[src/spi_ctl_pkg.sv]
`default_nettype none

package spi_ctl_pkg;

  ////////////////////
  // frame geometry

  // one register frame, address byte first on the wire
  localparam int FRAME_BITS = 16;
  localparam int ADDR_BITS  = 8;
  localparam int VAL_BITS   = 8;

  // pin synchronizer depth
  localparam int SYNC_STAGES = 2;

  // bit counter, one spare code so it can saturate above a full frame
  localparam int BIT_CNT_BITS = $clog2(FRAME_BITS + 2);
  localparam logic [BIT_CNT_BITS-1:0] CNT_ADDR_LAST  = BIT_CNT_BITS'(ADDR_BITS - 1);
  localparam logic [BIT_CNT_BITS-1:0] CNT_ADDR_DONE  = BIT_CNT_BITS'(ADDR_BITS);
  localparam logic [BIT_CNT_BITS-1:0] CNT_FRAME_DONE = BIT_CNT_BITS'(FRAME_BITS);
  localparam logic [BIT_CNT_BITS-1:0] CNT_SAT        = BIT_CNT_BITS'(FRAME_BITS + 1);

  ////////////////////
  // peripherals

  // bit 0 adc, bit 1 dac, bit 2 flash
  localparam int NUM_PERIPH = 3;

  ////////////////////
  // register map

  localparam logic [ADDR_BITS-1:0] ADDR_LED     = 8'd7;
  localparam logic [ADDR_BITS-1:0] ADDR_MUX     = 8'd8;
  localparam logic [ADDR_BITS-1:0] ADDR_DAC     = 8'd9;
  localparam logic [ADDR_BITS-1:0] ADDR_DAC_RST = 8'd10;

  // reg_led bit that swaps the leds over to the gray blinker
  localparam int LED_BLINK_BIT = 7;

  // blinker step counter width
  localparam int BLINK_STEP_BITS = 5;

  ////////////////////
  // types

  // first bit shifted in lands in addr msb
  typedef struct packed {
    logic [ADDR_BITS-1:0] addr;
    logic [VAL_BITS-1:0]  val;
  } spi_frame_t;

  // led write payload, clear nibble on top
  typedef struct packed {
    logic [3:0] clr;
    logic [3:0] set;
  } led_cmd_t;

  // dac static control lines
  typedef struct packed {
    logic uni_bip_b;
    logic uni_bip_a;
    logic ldac;
  } dac_ctl_t;

  localparam int DAC_CTL_BITS = $bits(dac_ctl_t);

endpackage

`default_nettype wire
[src/spi_ctl_top.sv]
`default_nettype none

module spi_ctl_top #(
  parameter int blink_log2delay = 20
) (
  input  logic                                clk,
  input  logic                                reset,
  // host spi
  input  logic                                sclk,
  input  logic                                cs_n,
  input  logic                                mosi,
  input  logic                                reg_sel,
  output logic                                miso,
  // peripheral spi
  output logic [spi_ctl_pkg::NUM_PERIPH-1:0]  periph_cs_n,
  output logic                                periph_sclk,
  output logic                                periph_mosi,
  input  logic [spi_ctl_pkg::NUM_PERIPH-1:0]  periph_miso,
  // board lines
  output spi_ctl_pkg::dac_ctl_t               dac,
  output logic                                dac_rst,
  output logic [1:0]                          led
);

  import spi_ctl_pkg::*;

  spi_frame_t            frame;
  logic                  frame_valid;
  logic [ADDR_BITS-1:0]  rd_addr;
  logic [VAL_BITS-1:0]   rd_data;
  logic                  bank_miso;
  logic [NUM_PERIPH-1:0] reg_mux;
  logic [VAL_BITS-1:0]   reg_led;

  ////////////////////
  // register path

  spi_frame_rx u_rx (
    .clk         (clk),
    .reset       (reset),
    .sclk        (sclk),
    .cs_n        (cs_n),
    .mosi        (mosi),
    .reg_sel     (reg_sel),
    .frame       (frame),
    .frame_valid (frame_valid),
    .rd_addr     (rd_addr),
    .rd_data     (rd_data),
    .bank_miso   (bank_miso)
  );

  reg_bank u_bank (
    .clk         (clk),
    .reset       (reset),
    .frame       (frame),
    .frame_valid (frame_valid),
    .rd_addr     (rd_addr),
    .rd_data     (rd_data),
    .reg_mux     (reg_mux),
    .reg_led     (reg_led),
    .dac         (dac),
    .dac_rst     (dac_rst)
  );

  ////////////////////
  // pins

  periph_route u_route (
    .clk         (clk),
    .cs_n        (cs_n),
    .reg_sel     (reg_sel),
    .sclk        (sclk),
    .mosi        (mosi),
    .reg_mux     (reg_mux),
    .bank_miso   (bank_miso),
    .periph_miso (periph_miso),
    .periph_cs_n (periph_cs_n),
    .periph_sclk (periph_sclk),
    .periph_mosi (periph_mosi),
    .miso        (miso)
  );

  led_driver #(
    .blink_log2delay (blink_log2delay)
  ) u_led (
    .clk     (clk),
    .reset   (reset),
    .reg_led (reg_led),
    .led     (led)
  );

endmodule

`default_nettype wire

[src/led_driver.sv]
`default_nettype none

module led_driver #(
  parameter int blink_log2delay = 20
) (
  input  logic       clk,
  input  logic       reset,
  input  logic [7:0] reg_led,
  output logic [1:0] led
);

  import spi_ctl_pkg::*;

  localparam int CNT_BITS = BLINK_STEP_BITS + blink_log2delay;

  logic [CNT_BITS-1:0]        counter;
  logic [BLINK_STEP_BITS-1:0] step;
  logic [BLINK_STEP_BITS-1:0] gray;

  ////////////////////
  // blinker

  // free running, top bits are the step
  always_ff @(posedge clk)
  begin
    if (reset)
    begin
      counter <= '0;
      step    <= '0;
    end
    else
    begin
      counter <= counter + 1'b1;
      step    <= counter[CNT_BITS-1 -: BLINK_STEP_BITS];
    end
  end

  // binary to gray, one bit flips per step
  assign gray = step ^ (step >> 1);

  // blink bit overrides the register levels
  assign led = reg_led[LED_BLINK_BIT] ? gray[1:0] : reg_led[1:0];

endmodule

`default_nettype wire

[src/periph_route.sv]
`default_nettype none

module periph_route (
  input  logic                                clk,
  input  logic                                cs_n,
  input  logic                                reg_sel,
  input  logic                                sclk,
  input  logic                                mosi,
  input  logic [spi_ctl_pkg::NUM_PERIPH-1:0]  reg_mux,
  input  logic                                bank_miso,
  input  logic [spi_ctl_pkg::NUM_PERIPH-1:0]  periph_miso,
  output logic [spi_ctl_pkg::NUM_PERIPH-1:0]  periph_cs_n,
  output logic                                periph_sclk,
  output logic                                periph_mosi,
  output logic                                miso
);

  import spi_ctl_pkg::*;

  logic                  periph_sel;
  logic [NUM_PERIPH-1:0] miso_masked;

  ////////////////////
  // chip selects

  // host cs only goes to peripherals when the bank is not addressed
  assign periph_sel = ~cs_n & ~reg_sel;

  // active low, one per enabled mux bit
  assign periph_cs_n = ~({NUM_PERIPH{periph_sel}} & reg_mux);

  ////////////////////
  // clock and data

  // straight pass-through, no retiming
  assign periph_sclk = sclk;
  assign periph_mosi = mosi;

  ////////////////////
  // miso select

  // only enabled peripherals may drive
  assign miso_masked = periph_miso & reg_mux;

  // bank read-back takes priority while reg_sel is high
  always_comb
  begin
    if (reg_sel)
      miso = bank_miso;
    else
      miso = |miso_masked;
  end

  // no peripheral sees cs during a register frame
  a_cs_blocked: assert property (@(posedge clk)
    reg_sel |-> &periph_cs_n);

endmodule

`default_nettype wire

[src/reg_bank.sv]
`default_nettype none

module reg_bank (
  input  logic                                clk,
  input  logic                                reset,
  input  spi_ctl_pkg::spi_frame_t             frame,
  input  logic                                frame_valid,
  input  logic [7:0]                          rd_addr,
  output logic [7:0]                          rd_data,
  output logic [spi_ctl_pkg::NUM_PERIPH-1:0]  reg_mux,
  output logic [7:0]                          reg_led,
  output spi_ctl_pkg::dac_ctl_t               dac,
  output logic                                dac_rst
);

  import spi_ctl_pkg::*;

  led_cmd_t            led_cmd;
  logic [VAL_BITS-1:0] led_next;

  ////////////////////
  // led set/clear

  assign led_cmd = frame.val;

  // low nibble: set first, then clear, so clear wins
  // high nibble records bits both set and cleared,
  // so 0x88 sets the blink bit and any plain led write drops it
  assign led_next = {led_cmd.clr & led_cmd.set,
                     (reg_led[3:0] | led_cmd.set) & ~led_cmd.clr};

  ////////////////////
  // register writes

  always_ff @(posedge clk)
  begin
    if (reset)
    begin
      reg_mux <= '0;
      reg_led <= '0;
      dac     <= '0;
      dac_rst <= 1'b0;
    end
    else if (frame_valid)
    begin
      case (frame.addr)
        ADDR_LED:     reg_led <= led_next;
        ADDR_MUX:     reg_mux <= frame.val[NUM_PERIPH-1:0];
        ADDR_DAC:     dac     <= dac_ctl_t'(frame.val[DAC_CTL_BITS-1:0]);
        ADDR_DAC_RST: dac_rst <= frame.val[0];
        // unmapped, dropped
        default:      ;
      endcase
    end
  end

  ////////////////////
  // read data

  // address arrives mid frame, answer straight away
  always_comb
  begin
    case (rd_addr)
      ADDR_LED:     rd_data = reg_led;
      ADDR_MUX:     rd_data = VAL_BITS'(reg_mux);
      ADDR_DAC:     rd_data = VAL_BITS'(dac);
      ADDR_DAC_RST: rd_data = VAL_BITS'(dac_rst);
      // unknown reads as zero
      default:      rd_data = '0;
    endcase
  end

  // registers only move on the cycle after a good frame
  a_write_gated: assert property (@(posedge clk) disable iff (reset)
    !frame_valid |=> $stable({reg_mux, reg_led, dac, dac_rst}));

endmodule

`default_nettype wire

[src/spi_frame_rx.sv]
`default_nettype none

module spi_frame_rx (
  input  logic                    clk,
  input  logic                    reset,
  input  logic                    sclk,
  input  logic                    cs_n,
  input  logic                    mosi,
  input  logic                    reg_sel,
  output spi_ctl_pkg::spi_frame_t frame,
  output logic                    frame_valid,
  output logic [7:0]              rd_addr,
  input  logic [7:0]              rd_data,
  output logic                    bank_miso
);

  import spi_ctl_pkg::*;

  // the four host pins, moved around as one bundle
  typedef struct packed {
    logic sclk;
    logic cs_n;
    logic mosi;
    logic reg_sel;
  } spi_pins_t;

  // idle bus, cs released and clock low
  localparam spi_pins_t PINS_IDLE = '{sclk: 1'b0, cs_n: 1'b1, mosi: 1'b0, reg_sel: 1'b0};

  spi_pins_t                 pins_raw;
  spi_pins_t                 sync_q [SYNC_STAGES];
  spi_pins_t                 pins_s;
  spi_pins_t                 pins_prev;
  logic                      sclk_rise;
  logic                      sclk_fall;
  logic                      cs_rise;
  logic                      selected;
  logic [FRAME_BITS-1:0]     shreg;
  logic [BIT_CNT_BITS-1:0]   bit_cnt;
  logic                      rd_load;
  logic                      rd_shift;
  logic [VAL_BITS-1:0]       rd_shreg;
  logic                      miso_q;

  ////////////////////
  // synchronizers

  assign pins_raw = {sclk, cs_n, mosi, reg_sel};

  always_ff @(posedge clk)
  begin
    if (reset)
    begin
      for (int i = 0; i < SYNC_STAGES; i++)
        sync_q[i] <= PINS_IDLE;
      pins_prev <= PINS_IDLE;
    end
    else
    begin
      sync_q[0] <= pins_raw;
      for (int i = 1; i < SYNC_STAGES; i++)
        sync_q[i] <= sync_q[i-1];
      // one more stage, edge reference
      pins_prev <= sync_q[SYNC_STAGES-1];
    end
  end

  assign pins_s = sync_q[SYNC_STAGES-1];

  // edges, all in clk domain
  assign sclk_rise = pins_s.sclk & ~pins_prev.sclk;
  assign sclk_fall = ~pins_s.sclk & pins_prev.sclk;
  assign cs_rise   = pins_s.cs_n & ~pins_prev.cs_n;
  // frame is for the register bank
  assign selected  = ~pins_s.cs_n & pins_s.reg_sel;

  ////////////////////
  // frame capture

  // lsb in, so the first bit ends up as the addr msb
  always_ff @(posedge clk)
  begin
    if (sclk_rise && selected)
      shreg <= {shreg[FRAME_BITS-2:0], pins_s.mosi};
  end

  // counts rising edges, held at CNT_SAT once overrun
  always_ff @(posedge clk)
  begin
    if (reset || pins_s.cs_n)
      bit_cnt <= '0;
    else if (sclk_rise && pins_s.reg_sel && bit_cnt != CNT_SAT)
      bit_cnt <= bit_cnt + 1'b1;
  end

  // single pulse at cs release, only for an exact 16 bit frame
  always_ff @(posedge clk)
  begin
    if (reset)
      frame_valid <= 1'b0;
    else
      frame_valid <= cs_rise && pins_s.reg_sel && (bit_cnt == CNT_FRAME_DONE);
  end

  assign frame   = shreg;
  // low byte holds the address once 8 bits are in
  assign rd_addr = shreg[ADDR_BITS-1:0];

  ////////////////////
  // read-back

  // bank answers combinationally, grab it the cycle after the 8th edge
  always_ff @(posedge clk)
  begin
    if (reset)
      rd_load <= 1'b0;
    else
      rd_load <= sclk_rise && selected && (bit_cnt == CNT_ADDR_LAST);
  end

  // falling edges during bits 9..16, msb first
  assign rd_shift = sclk_fall && selected && (bit_cnt >= CNT_ADDR_DONE)
                    && (bit_cnt < CNT_FRAME_DONE);

  always_ff @(posedge clk)
  begin
    if (rd_load)
      rd_shreg <= rd_data;
    else if (rd_shift)
      rd_shreg <= {rd_shreg[VAL_BITS-2:0], 1'b0};
  end

  // zero through the address byte and whenever cs is released
  always_ff @(posedge clk)
  begin
    if (reset || pins_s.cs_n)
      miso_q <= 1'b0;
    else if (rd_shift)
      miso_q <= rd_shreg[VAL_BITS-1];
  end

  assign bank_miso = miso_q;

  // one cs release gives at most one frame
  a_valid_single: assert property (@(posedge clk) disable iff (reset)
    frame_valid |=> !frame_valid);

endmodule

`default_nettype wire

[config.mk]
export PLATFORM = sky130hd
export DESIGN_NAME = spi_ctl_top
export DESIGN_NICKNAME = d
export VERILOG_FILES = /design/src/spi_ctl_pkg.sv /design/src/spi_ctl_top.sv /design/src/led_driver.sv /design/src/periph_route.sv /design/src/reg_bank.sv /design/src/spi_frame_rx.sv
export SDC_FILE = /design/constraint.sdc
export NUM_CORES = 1
export LEC_CHECK = 0
export ABC_AREA = 1
export BUFFER_PORTS_ARGS = -buffer_cell sky130_fd_sc_hd__buf_2
export CAP_MARGIN = 20
export CORE_MARGIN = 10
export CORE_UTILIZATION = 58
export CTS_BUF_LIST = sky130_fd_sc_hd__clkbuf_8
export CTS_CLUSTER_SIZE = 40
export DETAILED_ROUTE_END_ITERATION = 8
export GPL_TIMING_DRIVEN = 0
export HOLD_SLACK_MARGIN = 0.1
export MAX_ROUTING_LAYER = met4
export PLACE_DENSITY_LB_ADDON = 0.12
export SLEW_MARGIN = 30
export SYNTH_ARGS = -nofsm -noshare
export SYNTH_HDL_FRONTEND = slang
export SYNTH_SLANG_ARGS = --single-unit
export TNS_END_PERCENT = 20
[constraint.sdc]
create_clock -name clk -period 1.6 [get_ports clk]
set_input_delay 0.32 -clock clk [delete_from_list [all_inputs] [get_ports clk]]
set_output_delay 0.32 -clock clk [all_outputs]
set_load 0.02 [all_outputs]
**Yosys cells after proc, flatten, opt, wreduce, memory -nomap -nowiden**

Memory sizes are Yosys's and may differ from the RTL's.
Cells that the tools add are included.

- Multiplexer cells: 10
- $add $sub $neg: 2
- Equality and inequality tests: 11
- Magnitude comparators: 2
- Bitwise gates (word level): 21
- Reductions and logical operators: 16

Operators with widths:

| cell | count |
|---|---|
| $eq 8x4->1 const B | 6 |
| $pmux 8 s4 | 1 |
| $add 25x1->25 const B | 1 |
| $eq 8x3->1 const B | 2 |
| $mux 8 | 2 |
| $logic_and 1x1->1 | 9 |
| $and 4x4->4 | 2 |
| $mux 4 | 2 |
| $reduce_and 2->1 | 4 |
| $and 3x3->3 | 2 |
| $not 1->1 | 6 |
| $add 5x1->5 const B | 1 |
| $and 1x1->1 | 5 |
| $eq 5x3->1 const B | 1 |
| $eq 5x5->1 const B | 1 |
| $ge 5x4->1 const B | 1 |
| $lt 5x5->1 const B | 1 |
| $ne 5x5->1 const B | 1 |
| $mux 1 | 4 |
| $not 4->4 | 1 |
| $or 4x4->4 | 1 |
| $not 3->3 | 1 |
| $reduce_or 3->1 | 1 |
| $mux 2 | 1 |
| other kinds (4) | 5 |

- RAM bits: 8
- Bits in registers: 77
- Logic and storage cells: 79
- Bits of input ports: 9
- Memories kept: 1

Memories:

| name | words | bits a word | read ports | clocked after Yosys merged registers in | write ports | line | source |
|---|---|---|---|---|---|---|---|
| u_rx.sync_q | 2 | 4 | 2 | 0 | 2 | spi_frame_rx.sv:31 | `spi_pins_t sync_q [SYNC_STAGES];` |

**Longest topological paths before layout**

Gate-level depths: netlist (run 1).

- Word-level depth: 7
- Depth in mapped cells: 8

**Cells and area by module**

From an unflattened synthesis (run 1), not the netlist that was laid out.

- Cells, all modules: 510
- Area, all modules: 3,973.8 µm²

By module, submodules not included:

| module | cells each | instances | area an instance (µm²) |
|---|---|---|---|
| spi_frame_rx | 157 | 1 | 1,646.6 |
| led_driver | 182 | 1 | 1,303.8 |
| reg_bank | 156 | 1 | 959.7 |
| periph_route | 15 | 1 | 63.8 |

**Worst setup path after synthesis (run 1)**

Ideal clock, no wire load.

- Path type: flip-flop to flip-flop
- From: memory u_rx.sync_q[0][7] (netlist name)
- To: register u_rx.shreg[0], in the netlist u_rx.frame[0] (enable)
- Setup time: 0.364 ns
- Period minus slack after synthesis: 1.298 ns
- Arrival: 0.934 ns
- Data required time: 1.236 ns
- Stages on the path, launching flop included: 5
- Setup slack: 0.302 ns
- Path buffers: 0
- Path through: dfxtp_1 -> inv_1 -> nor3_2 -> nand2_1 -> inv_1

RTL lines:

| what | line | source |
|---|---|---|
| from (decl) | spi_frame_rx.sv:31 |  |
| to (signal assigned) | spi_frame_rx.sv:84 | `shreg <= {shreg[FRAME_BITS-2:0], pins_s.mosi};` |
| to (decl) | spi_frame_rx.sv:38 | `logic [FRAME_BITS-1:0] shreg;` |

**Worst setup path after layout (run 1)**

- From: register u_bank.reg_mux[2] (netlist name)
- To: output port miso

- Word-level cells in the longest chain between the ends: 3

RTL lines:

| what | line | source |
|---|---|---|
| from (decl) | reg_bank.sv:10 | `output logic [spi_ctl_pkg::NUM_PERIPH-1:0] reg_mux,` |
| from (signal assigned) | reg_bank.sv:48 | `ADDR_MUX: reg_mux <= frame.val[NUM_PERIPH-1:0];` |
| $and 3x3->3 | periph_route.sv:43 | `assign miso_masked = periph_miso & reg_mux;` |
| $reduce_or 3->1 | periph_route.sv:51 | `miso = \|miso_masked;` |
| $mux 1 | periph_route.sv:48 | `if (reg_sel)` |
| to (decl) | spi_ctl_top.sv:13 | `output logic miso,` |

Every way passes these cells.

==> impl_metrics.tcl, run 1 <==
set metrics [dict create \
    status "finished clean" \
    ys_seq_area_frac 0.525 \
    ff_latch_area_um2 1900 \
    routabilityCongestion 0.919 \
    cts_max_level 3 \
    vias 2894 \
    io_buffers 20 \
    post-dp-hpwl_mm 5.42 \
    yosysMostFrequentCell "nand2_1" \
    synth-edff-count 24 \
    multi_input_area_um2 1470 \
    setup_ws_ps 35.9 \
    fin_nets 502 \
    max_freq_ghz 0.639 \
    fin_setup_tns_ps 0 \
    synthFlopType "dfxtp_1" \
    r2r-start "u_rx.frame[5]" \
    cp_max_fo 4 \
    grt_start_max_net_pins 17 \
    drcViolationCount 0 \
    n_antenna_cell 0 \
    power.density_nw_per_um2 929 \
    power.total_uw 3750 \
    finalMaxSlewViolations 0 \
    finalCritPeriodShare 0.978 \
    clock_latency_ps 350 \
    ant_nets 0 \
    hold_buffers 0 \
    gr-total-overflow 0 \
    io_pins 21 \
    synthArstFlopShare 0 \
    required_ps 1280 \
    synth_area_um2 3620 \
    rrSetupSlack_ps 130 \
    cts.sink_count 83 \
    clock_path_buffers 2 \
    area_growth_pct 11.4 \
    critPathKind "reg2out" \
    startpoint "u_bank.reg_mux[2]" \
    hold_path_class "in2reg" \
    drive_above_1_share 0.130 \
    critPathLaunchType "flop" \
    grt_pass1_wl_mm 12.5 \
    ys_warn_count 0 \
    synthTopCellsByCount "nand2_1, nor2_1, dfxtp_1, inv_1, nand3_1" \
    hold_viol 0 \
    routed_wirelength_mm 7.21 \
    fin_crit_ps 1560 \
    synth.avg_cell_area_um2 7.91 \
    max_cap_violations 0 \
    syn_inst 458 \
    worst_pin_slew_ps 538 \
    cp_data_arrival_time_ps 1240 \
    synth_top_cell_by_area "dfxtp_1" \
    min_from "cs_n" \
    cts_made_buffers 9 \
    grt_pass1_vias 2788 \
    avgViaCountPerCell 5.09 \
    endpoint_kind "output pin" \
    fin_skew_ps 9.29 \
    die_height_um 99.1 \
    dr.pass1.iters 5 \
    die_w_um 99.1 \
    ys_seq_elements 83 \
    cts_tree "done" \
    slew_headroom 0.642 \
    wl_per_cell_um 12.7 \
    synth_top_cells_by_area "dfxtp_1, edfxtp_1, nand2_1" \
    die_area_um2 9810 \
    antenna_found_initial 0 \
    gr-usage-all-layers 0.158 \
    p_leak_uw 0.00155 \
    fin_util 0.674 \
    root_buffer "clkbuf_8" \
    core.rowCount 28 \
    rsz0062_at_grt "false" \
    drtIter0Drc 162 \
    peakVddDrop_mv 0.530 \
    coreArea_um2 5990 \
    pre_cts_ws_ps 50.3 \
    syn-num-nets 471 \
    synth_top_area_frac 0.326 \
    ys_types 33 \
    initial_core_util 0.605 \
    fillers 498 \
    clkTransAtPathRegs_ps 80 \
    setup_viol 0 \
]
-- worst max-delay path, cell delays in order, from the launching register on --
cell,delay (ps)
dfxtp_1,440
nand2_1,80
a32oi_1,180
buf_2,190
-- state kept, by name, summed over array words and instances (netlist names) --
| register | flops |
|---|---|
| u_bank.reg_led | 8 |
| u_bank.reg_mux | 3 |
| u_rx.frame | 16 |
| u_rx.bank_miso | 1 |
| u_rx.rd_shreg | 8 |
| u_rx.pins_prev | 2 |
| u_bank.dac_rst | 1 |
| u_led.step | 3 |
| u_rx.bit_cnt | 5 |
| u_bank.dac | 3 |
| u_led.counter | 23 |
| u_rx.frame_valid | 1 |
| u_rx.rd_load | 1 |
| u_rx.sync_q | 8 |
-- placed cells by master, fill, tap and decap left out, drive strengths merged, types with 6 or more instances in the layout --
cell type | Yosys | routed
inv | 59 | 61
nor3 | 10 | 10
edfxtp | 24 | 24
nand4 | 6 | 6
clkbuf | 4 | 14
a21oi | 21 | 21
nand3 | 31 | 31
o21ai | 17 | 17
nand2 | 110 | 110
nor2 | 88 | 88
buf | 5 | 25
dfxtp | 59 | 59
-- final timing paths --
check                      endpoint  cells after the start
hold / removal    u_rx.sync_q[0][2]                      2
setup / recovery               miso                      3
hold reg to reg   u_rx.sync_q[0][4]                      2
setup reg to reg   u_rx.rd_shreg[7]                      6
-- cells by family after synthesis --
kind of cell,after synthesis,share of synthesized area
flops,83,0.525
simple gates,250,0.302
xor+xnor,8,0.0193
compound gates,44,0.0663
fa+ha+maj,4,0.0138
buf+inv,69,0.0742
-- metrics by stage --
stage | hold WS [ps] | instances | cell area [um^2]
2_1_floorplan | 373 | 458 | 3620
3_3_place_gp | 386 | 553 | 3820
3_5_place_dp | 395 | 553 | 3820
4_1_cts | 150 | 569 | 4020
5_1_grt | 173 | 569 | 4040
6_report | 162 | 569 | 4040
-- power breakdown --
group	total (uW)	leakage, uW	switching [uW]	internal (uW)
Clock	1480	0.000105	734	751
Sequential	2180	0.000696	11.2	2160
Combinational	92.9	0.000745	59.2	33.8
Total	3750	0.00155	804	2950
-- repair_timing --
| item | CTS | global route |
|---|---|---|
| resized for setup | 1 | 9 |
| setup endpoints to repair | 8 | 11 |
| buffers inserted | 0 | 0 |
-- per-layer routing --
metal	wire [um]	vias up	GRT usage
li1	-	1518	-
met5	0	-	-
met2	3410	57	0.244
met3	382	16	0.0419
met1	3260	1303	0.191
met4	165	0	0.0662
-- cell type report --
cell class / count / share of cell area
flip-flops and latches: 83 / 0.472
multi-input cells: 306 / 0.364
inverters: 60 / 0.0567
clock buffers: 10 / 0.0341
repair buffers: 20 / 0.0254
well taps: 75 / 0.0232
clock inverters: 6 / 0.0139
plain buffers: 9 / 0.0115
No activity file was read; power rests on OpenSTA's default activity.
==> run 2: changes to the inputs <==
--- a/config.mk
+++ b/config.mk
@@ -17,6 +17,7 @@
 export HOLD_SLACK_MARGIN = 0.1
 export MAX_ROUTING_LAYER = met4
 export PLACE_DENSITY_LB_ADDON = 0.12
+export RECOVER_POWER = 50
 export SLEW_MARGIN = 30
 export SYNTH_ARGS = -nofsm -noshare
 export SYNTH_HDL_FRONTEND = slang
==> impl_metrics.tcl, run 2 (synthesized netlist as in run 1, its figures left out) <==
set metrics [dict create \
    cts_max_level 3 \
    p_leak_uw 0.00152 \
    dr.pass1.iters 4 \
    clkTransAtPathRegs_ps 80 \
    regMostFlops "u_led.counter" \
    n_antenna_cell 0 \
    switching_share 0.213 \
    io_pins 21 \
    cts.sink_count 83 \
    core.rowCount 28 \
    finalMaxSlewViolations 0 \
    clock_path_buffers 2 \
    critPathKind "reg2out" \
    area_growth_pct 10.6 \
    slew_headroom 0.638 \
    grt_start_max_net_pins 17 \
    cp_data_arrival_time_ps 1240 \
    drcViolationCount 0 \
    ant_nets 0 \
    io_buffers 20 \
    setup_viol 0 \
    crit_family "flip-flops" \
    fin_setup_tns_ps 0 \
    place_area_um2 3820 \
    drive_above_1_share 0.101 \
    power.density_nw_per_um2 935 \
    initial_core_util 0.605 \
    die_area_um2 9810 \
    critPathLaunchType "flop" \
    endpoint_kind "output pin" \
    die_height_um 99.1 \
    fin_skew_ps 8.93 \
    vias 2913 \
    fin_nets 502 \
    max_freq_ghz 0.641 \
    cpPeakStageDelay_ps 440 \
    wl_per_cell_um 12.8 \
    largest_reg_flops 23 \
    clock_latency_ps 350 \
    crit_chain "nand2_1, a32oi_1, buf_2" \
    required_ps 1280 \
    hold_viol 0 \
    rsz0062_at_grt "false" \
    mostFrequentLayoutCells "nand2_1, nor2_1, inv_1, dfxtp_1, nand3_1" \
    gr-total-overflow 0 \
    p_sw_uw 800 \
    grt_pass1_vias 2788 \
    grt_pass1_wl_mm 12.5 \
    internal_power_uw 2950 \
    die_w_um 99.1 \
    routed_wirelength_mm 7.27 \
    fin_crit_ps 1560 \
    max_cap_violations 0 \
    routabilityCongestion 0.919 \
    cts_made_buffers 9 \
    post-dp-hpwl_mm 5.42 \
    crit_slowest_cell "dfxtp_1" \
    path_buf_inv 1 \
    drtIter0Drc 168 \
    status "finished clean" \
    pwr-share-clk 0.395 \
    root_buffer "clkbuf_8" \
    peakVddDrop_mv 0.534 \
    combPwrFrac 0.024 \
    cp_max_fo 4 \
    worst_pin_slew_ps 543 \
    cts_tree "done" \
    finalCritPeriodShare 0.975 \
    gr-usage-all-layers 0.158 \
    hold_path_class "in2reg" \
    layout_commonest_cell "nand2_1" \
    hold_buffers 0 \
    avgViaCountPerCell 5.12 \
    seqPwrFrac 0.580 \
    postLayoutCellArea_um2 4010 \
    fin_util 0.669 \
    coreArea_um2 5990 \
    antenna_found_initial 0 \
]
==> run 2: metal layers <==
layer / global-route usage / up-vias / routed length (um)
li1: - / 1511 / -
met1: 0.191 / 1333 / 3400
met2: 0.244 / 53 / 3420
met3: 0.0419 / 16 / 312
met4: 0.0662 / 0 / 138
met5: - / - / 0
==> run 2: cell type report <==
type                            count  area, um^2
Sequential cell                    83        1900
Buffer                              9        46.3
Timing Repair Buffer               20        91.3
Tap cell                           75        93.8
Clock buffer                       10         138
Clock inverter                      6        56.3
Multi-Input combinational cell    306        1450
Fill cell                         507        1980
Inverter                           60         229
==> run 2: final timing paths <==
kind	endpoint	depth (start not counted)	slack, ps	start
worst max-delay path	miso	3	40	u_bank.reg_mux[2]
worst min-delay path	u_rx.sync_q[0][2]	2	170	cs_n
worst max register to register	u_rx.rd_shreg[7]	6	120	u_rx.frame[5]
worst min register to register	u_rx.sync_q[0][4]	2	400	u_rx.sync_q[0][0]
==> run 2: through the flow <==
stage | cells | power [uW] | hold WS [ps] | setup WS, ps
after floorplan | 458 | 2280 | 373 | 302
after global placement | 553 | 2320 | 386 | 99.2
after detailed placement | 553 | 2320 | 395 | 50.3
after CTS | 569 | 3780 | 150 | 32.2
after global routing | 569 | 3880 | 173 | 11.8
final | 569 | 3750 | 169 | 39.7
==> run 2: power groups by stage <==
stage               Sequential [uW]  Clock [uW]  Combinational (uW)
detailed placement             2230           0                95.2
finish                         2170        1480                91.7
floorplan                      2220           0                61.3
global placement               2220           0                91.7
CTS                            2180        1510                94.6
global route                   2180        1590                 107
==> run 2: repair_timing <==
item                                    in CTS  in global routing
pin swaps                                    0                  0
setup buffers                                0                  0
endpoints found under the setup margin       8                 11
resized for setup                            1                  9
